## src/proc_bus_pkg.sv

```systemverilog
`default_nettype none

package proc_bus_pkg;

    // Bus widths
    localparam int BUS_ADDR_W = 32;
    localparam int BUS_DATA_W = 32;
    localparam int BUS_SEL_W  = 4;  // One select per byte lane

    // Instruction fetch port, core to bridge
    typedef struct packed {
        logic                  req;
        logic [BUS_ADDR_W-1:0] addr;
    } fetch_req_t;

    // Data port, core to bridge
    typedef struct packed {
        logic                  req;
        logic                  we;    // 1 = store
        logic [BUS_SEL_W-1:0]  be;
        logic [BUS_ADDR_W-1:0] addr;
        logic [BUS_DATA_W-1:0] wdata;
    } data_req_t;

    // Response to either core port
    typedef struct packed {
        logic                  gnt;
        logic                  rvalid;
        logic [BUS_DATA_W-1:0] rdata;
    } port_rsp_t;

    // Wishbone request, bridge side and bus side
    typedef struct packed {
        logic                  cyc;
        logic                  we;
        logic [BUS_SEL_W-1:0]  sel;
        logic [BUS_ADDR_W-1:0] adr;
        logic [BUS_DATA_W-1:0] dat;
    } wb_req_t;

    // Wishbone response from the slave
    typedef struct packed {
        logic                  ack;
        logic [BUS_DATA_W-1:0] dat;
    } wb_rsp_t;

endpackage

`default_nettype wire
```

## src/proc_bus_top.sv

```systemverilog
`default_nettype none

module proc_bus_top
    import proc_bus_pkg::*;
(
    input  logic       sys_clk_i,
    input  logic       arst_n_i,

    // Core instruction port
    input  fetch_req_t fetch_req_i,
    output port_rsp_t  fetch_rsp_o,

    // Core data port
    input  data_req_t  data_req_i,
    output port_rsp_t  data_rsp_o,

    // Shared Wishbone master bus
    output wb_req_t    core_req_o,
    output logic       core_stb_o,
    input  wb_rsp_t    core_rsp_i
);

    wb_req_t fetch_wb_req;
    wb_rsp_t fetch_wb_rsp;
    wb_req_t data_wb_req;
    wb_rsp_t data_wb_rsp;

    fetch_port_bridge u_fetch_bridge (
        .sys_clk_i   (sys_clk_i),
        .arst_n_i    (arst_n_i),
        .fetch_req_i (fetch_req_i),
        .fetch_rsp_o (fetch_rsp_o),
        .wb_req_o    (fetch_wb_req),
        .wb_rsp_i    (fetch_wb_rsp)
    );

    data_port_bridge u_data_bridge (
        .sys_clk_i  (sys_clk_i),
        .arst_n_i   (arst_n_i),
        .data_req_i (data_req_i),
        .data_rsp_o (data_rsp_o),
        .wb_req_o   (data_wb_req),
        .wb_rsp_i   (data_wb_rsp)
    );

    wb_port_arbiter u_arbiter (
        .sys_clk_i      (sys_clk_i),
        .arst_n_i       (arst_n_i),
        .fetch_wb_req_i (fetch_wb_req),
        .data_wb_req_i  (data_wb_req),
        .fetch_wb_rsp_o (fetch_wb_rsp),
        .data_wb_rsp_o  (data_wb_rsp),
        .bus_req_o      (core_req_o),
        .bus_stb_o      (core_stb_o),
        .bus_rsp_i      (core_rsp_i)
    );

endmodule

`default_nettype wire

```

## src/wb_port_arbiter.sv

```systemverilog
`default_nettype none

module wb_port_arbiter
    import proc_bus_pkg::*;
(
    input  logic    sys_clk_i,
    input  logic    arst_n_i,
    input  wb_req_t fetch_wb_req_i,
    input  wb_req_t data_wb_req_i,
    output wb_rsp_t fetch_wb_rsp_o,
    output wb_rsp_t data_wb_rsp_o,
    output wb_req_t bus_req_o,
    output logic    bus_stb_o,
    input  wb_rsp_t bus_rsp_i
);

    logic    cyc_q;       // Bus transaction open
    logic    owner_q;     // 0 fetch, 1 data
    logic    last_win_q;  // Winner of the previous arbitration
    logic    any_req;
    logic    pick_data;
    logic    fetch_owns;
    logic    data_owns;
    wb_req_t bus_q;

    assign any_req = fetch_wb_req_i.cyc || data_wb_req_i.cyc;

    // Round robin only matters when both ports ask
    always_comb begin
        if (fetch_wb_req_i.cyc && data_wb_req_i.cyc) begin
            pick_data = !last_win_q;
        end else begin
            pick_data = data_wb_req_i.cyc;
        end
    end

    always_ff @(posedge sys_clk_i or negedge arst_n_i) begin
        if (!arst_n_i) begin
            cyc_q      <= 1'b0;
            owner_q    <= 1'b0;
            last_win_q <= 1'b1;  // Fetch wins the first tie
        end else if (cyc_q) begin
            if (bus_rsp_i.ack) begin
                cyc_q <= 1'b0;  // Idle for one cycle after ack
            end
        end else if (any_req) begin
            cyc_q      <= 1'b1;
            owner_q    <= pick_data;
            last_win_q <= pick_data;
        end
    end

    // Payload captured at arbitration and held until ack
    always_ff @(posedge sys_clk_i) begin
        if (!cyc_q && any_req) begin
            bus_q <= pick_data ? data_wb_req_i : fetch_wb_req_i;
        end
    end

    always_comb begin
        bus_req_o     = bus_q;
        bus_req_o.cyc = cyc_q;
    end

    assign bus_stb_o = cyc_q;  // No wait states from this master

    assign fetch_owns = cyc_q && !owner_q;
    assign data_owns  = cyc_q && owner_q;

    // Ack and read data go to the owner only
    always_comb begin
        fetch_wb_rsp_o.ack = bus_rsp_i.ack && fetch_owns;
        fetch_wb_rsp_o.dat = fetch_owns ? bus_rsp_i.dat : '0;
        data_wb_rsp_o.ack  = bus_rsp_i.ack && data_owns;
        data_wb_rsp_o.dat  = data_owns ? bus_rsp_i.dat : '0;
    end

endmodule

`default_nettype wire

```

## src/data_port_bridge.sv

```systemverilog
`default_nettype none

module data_port_bridge
    import proc_bus_pkg::*;
(
    input  logic      sys_clk_i,
    input  logic      arst_n_i,
    input  data_req_t data_req_i,
    output port_rsp_t data_rsp_o,
    output wb_req_t   wb_req_o,
    input  wb_rsp_t   wb_rsp_i
);

    logic                  pending_q;  // Access granted, rvalid due
    logic [BUS_DATA_W-1:0] rdata_q;
    logic [BUS_DATA_W-1:0] lane_mask;
    logic [BUS_DATA_W-1:0] load_data;

    // Loads and stores share one word-aligned request
    always_comb begin
        wb_req_o.cyc = data_req_i.req && !pending_q;
        wb_req_o.we  = data_req_i.we;
        wb_req_o.sel = data_req_i.be;
        wb_req_o.adr = {data_req_i.addr[BUS_ADDR_W-1:2], 2'b00};
        wb_req_o.dat = data_req_i.wdata;
    end

    // Expand be into a bit mask, one byte per lane
    always_comb begin
        for (int i = 0; i < BUS_SEL_W; i++) begin
            lane_mask[i*8 +: 8] = {8{data_req_i.be[i]}};
        end
    end

    // Unselected lanes read as zero, stores return zero
    assign load_data = data_req_i.we ? '0 : (wb_rsp_i.dat & lane_mask);

    always_ff @(posedge sys_clk_i or negedge arst_n_i) begin
        if (!arst_n_i) begin
            pending_q <= 1'b0;
        end else begin
            pending_q <= wb_rsp_i.ack;  // Blocks the cycle after gnt
        end
    end

    // be and we are still held by the core in the ack cycle
    always_ff @(posedge sys_clk_i) begin
        if (wb_rsp_i.ack) begin
            rdata_q <= load_data;
        end
    end

    always_comb begin
        data_rsp_o.gnt    = wb_rsp_i.ack;
        data_rsp_o.rvalid = pending_q;
        data_rsp_o.rdata  = rdata_q;
    end

endmodule

`default_nettype wire

```

## src/fetch_port_bridge.sv

```systemverilog
`default_nettype none

module fetch_port_bridge
    import proc_bus_pkg::*;
(
    input  logic       sys_clk_i,
    input  logic       arst_n_i,
    input  fetch_req_t fetch_req_i,
    output port_rsp_t  fetch_rsp_o,
    output wb_req_t    wb_req_o,
    input  wb_rsp_t    wb_rsp_i
);

    // Set in the cycle after gnt, which is also the rvalid cycle
    logic                  pending_q;
    logic [BUS_DATA_W-1:0] rdata_q;

    // Fetches are always full-word reads
    always_comb begin
        wb_req_o.cyc = fetch_req_i.req && !pending_q; // No re-issue of a granted fetch
        wb_req_o.we  = 1'b0;
        wb_req_o.sel = '1;
        wb_req_o.adr = {fetch_req_i.addr[BUS_ADDR_W-1:2], 2'b00};
        wb_req_o.dat = '0;
    end

    // Core moves on to its next request right after gnt
    always_ff @(posedge sys_clk_i or negedge arst_n_i) begin
        if (!arst_n_i) begin
            pending_q <= 1'b0;
        end else begin
            pending_q <= wb_rsp_i.ack;
        end
    end

    // Read data held for the rvalid cycle
    always_ff @(posedge sys_clk_i) begin
        if (wb_rsp_i.ack) begin
            rdata_q <= wb_rsp_i.dat;
        end
    end

    // gnt in the ack cycle, rvalid one cycle later
    always_comb begin
        fetch_rsp_o.gnt    = wb_rsp_i.ack;
        fetch_rsp_o.rvalid = pending_q;
        fetch_rsp_o.rdata  = rdata_q;
    end

endmodule

`default_nettype wire

```

## config.mk

```make
export PLATFORM = sky130hd
export DESIGN_NAME = proc_bus_top
export DESIGN_NICKNAME = d
export VERILOG_FILES = /design/src/proc_bus_pkg.sv /design/src/proc_bus_top.sv /design/src/wb_port_arbiter.sv /design/src/data_port_bridge.sv /design/src/fetch_port_bridge.sv
export SDC_FILE = /design/constraint.sdc
export NUM_CORES = 1
export LEC_CHECK = 0
export BUFFER_PORTS_ARGS = -buffer_cell sky130_fd_sc_hd__buf_2
export CAP_MARGIN = 20
export CORE_MARGIN = 1.5
export CORE_UTILIZATION = 40
export CTS_CLUSTER_SIZE = 16
export DETAILED_ROUTE_END_ITERATION = 12
export PLACE_DENSITY_LB_ADDON = 0.08
export SYNTH_ARGS = -nofsm -noshare
export SYNTH_HDL_FRONTEND = slang
export SYNTH_SLANG_ARGS = --single-unit
```

## constraint.sdc

```tcl
create_clock -name sys_clk_i -period 10.5 [get_ports sys_clk_i]
set_input_delay 0.525 -clock sys_clk_i [delete_from_list [all_inputs] [get_ports sys_clk_i]]
set_output_delay 0.525 -clock sys_clk_i [all_outputs]
set_load 0.05 [all_outputs]
```

==> impl_metrics.yaml <==
layout:
  layout_common_cells: "sky130_fd_sc_hd__buf_2 (270), sky130_fd_sc_hd__edfxtp_1 (131), sky130_fd_sc_hd__and2_1 (66), sky130_fd_sc_hd__and3_1 (32), sky130_fd_sc_hd__mux2_4 (28)"
  drive_above_1_share_pct: 57.6
  mostFrequentLayoutCell: "sky130_fd_sc_hd__buf_2"
  synthToLayoutAreaGrowth_pct: 42.4
  final_cell_area_um2: 7630
  final-instance-count-excl-fill: 772
  finish.net_count: 720
critical_path:
  worst-path-max-fanout: 33
  critPathLaunch: "u_arbiter.bus_stb_o"
  rr_startpoint: "u_fetch_bridge.pending_q"
  cp-start-kind: "register"
  rr_endpoint: "u_arbiter.bus_req_o[37]"
  r2r_setup_slack_ns: 8.21
  path_cells: "and2b_1 > buf_4 > and2_1 > buf_2"
  timing.critical_path.slowest_stage_cell: "sky130_fd_sc_hd__dfrtp_1"
  critical_path_arrival_ns: 1.89
  timing.critical_path.required_ns: 9.98
  reg2reg_depth: 3
  largest_stage_delay_worst_path_ns: 0.52
  crit_type: "register to primary output"
  cp-end-kind: "primary output"
placed_design:
  placement.cell_area_um2: 6920
  placedCellCount: 738
  hpwl_um: 8710
  gp_congestion: 0.790
  place_ws_ns: 8.04
  place.port_buffers: 270
clock_tree:
  worst_setup_hold_path_clk_slew_ns: 0.06
  cts_num_sinks: 136
  h-tree-depth: 4
  number_of_buffers_added_by_the_clock_tree_synthesis_step: 17
  insertion_delay_ns: 0.41
  cts_root_buf: "sky130_fd_sc_hd__clkbuf_16"
  cts_tree: "built"
  clk_path_buf_depth: 2
sta:
  min_period_ns: 2.41
  finalSetupViolations: 0
  timing.final.max_slew_violations: 0
  maxSlewHeadroom_pct: 44.3
  hold_violations: 0
  setup_slack_ns: 8.09
  fin_crit_sh_pct: 23.0
  timing.clock.skew_ns: 0.00612
  max_clock_freq_mhz: 415
  setup_total_negative_slack_ns: 0
  grt_setup_unrepaired: "false"
  worst_slew_pin_slew_ns: 0.833
floorplan:
  placeable_area_um2: 13100
  die_area_um2: 14100
  start_util_pct: 40.8
  chipHeight_um: 119
  rows: 42
  die_width_um: 119
  io_pins: 277
worst_hold_path:
  min_path_type: "input pin to register"
  source_of_the_worst_hold_timing_path: "data_req_i[13]"
  min_delay_worst_endpoint: "u_arbiter.bus_req_o[13]"
  worst_hold_path.num_cells: 2
logic_synthesis:
  synth_cell_type_count: 23
  synthesis.instances: 302
  portion_of_the_post_synthesis_area_used_by_sequential_elements_pct: 75.7
  post_synth_instance_area_um2: 5360
  ys_ff_latch: 136
  post_synth.cell_area_avg_um2: 17.8
  yosys_warnings: 0
grt:
  antenna_found_initial: 0
  grt_pass1_vias: 3437
  remaining_global_route_overflow: 0
  grt_first_pass_wirelength_um: 18200
  gr-usage-all-layers_pct: 17.5
  grt_max_degree: 45
routing:
  firstDrtPassIters: 4
  detail_route.wirelength_um: 12200
  drc_errors: 0
  wl_per_cell_um: 15.8
  antenna_violating_nets_post_route: 0
  detail_route.iter0.violations: 179
  dr_total_vias: 3484
  vias_per_instance: 4.51
job:
  maxCapViolCount: 0
power:
  total_power_uw: 2390
  vdd_drop_max_mv: 0.137
  power.static_leakage_uw: 0.00347
  power.density_cell_area_nw_per_um2: 313
status:
  outcome: "completed"
-- routing by layer --
layer | GRT usage [%] | vias to the layer above | share of wire, % | wire [µm]
met5 | 0 | - | 0 | 0
met1 | 19.7 | 1618 | 39 | 4720
met2 | 28.7 | 180 | 49 | 6020
met3 | 7.29 | 20 | 9.6 | 1170
li1 | - | 1666 | - | -
met4 | 8.51 | 0 | 2.5 | 308
-- critical path, delay by kind of cell (launching register included) --
kind | cells | cell delay [ns]
buffers and inverters | 2 | 0.57
DFF | 1 | 0.52
and+or+nand+nor | 2 | 0.39
-- worst max path at each step --
stage                                    endpoint  slack, ns  cells after the start
after CTS                         fetch_rsp_o[33]       8.05                      4
after floorplan                 u_arbiter.owner_q       5.82                      2
after detailed placement  u_arbiter.bus_req_o[23]       8.04                      4
after global routing              fetch_rsp_o[33]       7.98                      4
after global placement    u_arbiter.bus_req_o[23]       8.09                      4
final                             fetch_rsp_o[33]       8.09                      4
-- cell type report --
class	instances	area, µm²
fillers	1098	5500
flip-flops and latches	136	4060
repair buffers	277	1430
multi-input cells	147	1210
clock buffers	17	425
clock inverters	15	278
well taps	176	220
inverters	3	11.3
diodes	1	2.50
-- state kept, by name, indices dropped and copies added, names as in the netlist --
| name | flops |
|---|---|
| u_fetch_bridge.rdata_q | 32 |
| u_data_bridge.rdata_q | 32 |
| u_fetch_bridge.pending_q | 1 |
| u_data_bridge.pending_q | 1 |
| u_arbiter.bus_req_o | 67 |
| u_arbiter.last_win_q | 1 |
| u_arbiter.owner_q | 1 |
| u_arbiter.bus_stb_o | 1 |
-- what timing repair did --
action | 4_1_cts | 5_1_grt
hold buffers | 1 | 0
endpoints found under the hold margin | 4 | 0
gates resized for setup | 0 | 0
setup buffers | 0 | 0
-- cells by family (layout without fill, tap and decap cells) --
family / count (synthesis) / in the layout / synth area share, %
multiplexers: 30 / 30 / 8.26
AND/OR/NAND/NOR: 109 / 109 / 12.9
buffers and inverters: 20 / 312 / 2.17
flip-flops: 136 / 136 / 75.7
AO/OA/AOI/OAI: 6 / 6 / 0.910
other: 1 / 3 / 0.0699
-- cells in the mapped netlist --
library cell	number	area, µm²
sky130_fd_sc_hd__conb_1	1	3.75
sky130_fd_sc_hd__inv_1	3	11.3
sky130_fd_sc_hd__nand2b_1	5	31.3
sky130_fd_sc_hd__nor2_1	2	7.51
sky130_fd_sc_hd__buf_4	5	37.5
sky130_fd_sc_hd__clkbuf_1	9	33.8
sky130_fd_sc_hd__buf_6	3	33.8
sky130_fd_sc_hd__dfstp_2	1	26.3
sky130_fd_sc_hd__nor2b_4	1	13.8
sky130_fd_sc_hd__mux2_2	2	22.5
sky130_fd_sc_hd__o22ai_1	2	12.5
sky130_fd_sc_hd__dfrtp_1	4	100
sky130_fd_sc_hd__a21o_4	1	15.0
sky130_fd_sc_hd__mux2_4	28	420
sky130_fd_sc_hd__edfxtp_1	131	3930
sky130_fd_sc_hd__a21o_1	1	7.51
sky130_fd_sc_hd__and2b_1	1	7.51
sky130_fd_sc_hd__a21oi_1	1	5.00
sky130_fd_sc_hd__a21oi_2	1	8.76
sky130_fd_sc_hd__nand2b_4	1	13.8
sky130_fd_sc_hd__nand2_1	1	3.75
sky130_fd_sc_hd__and3_1	32	200
sky130_fd_sc_hd__and2_1	66	413
-- through the flow --
step	util (%)	hold WS [ns]
4_1_cts	58.1	0.370
5_1_grt	58.1	0.379
2_1_floorplan	-	0.229
3_5_place_dp	52.7	0.344
6_report	58.1	0.387
3_3_place_gp	52.5	0.341
-- where the power goes --
group          leakage [µW]  internal, µW  total [µW]  switching, µW
Sequential          0.00131           789         827           37.5
Clock              0.000340           490         707            217
Combinational       0.00182           193         859            666
(Power assumes the default switching activity.)
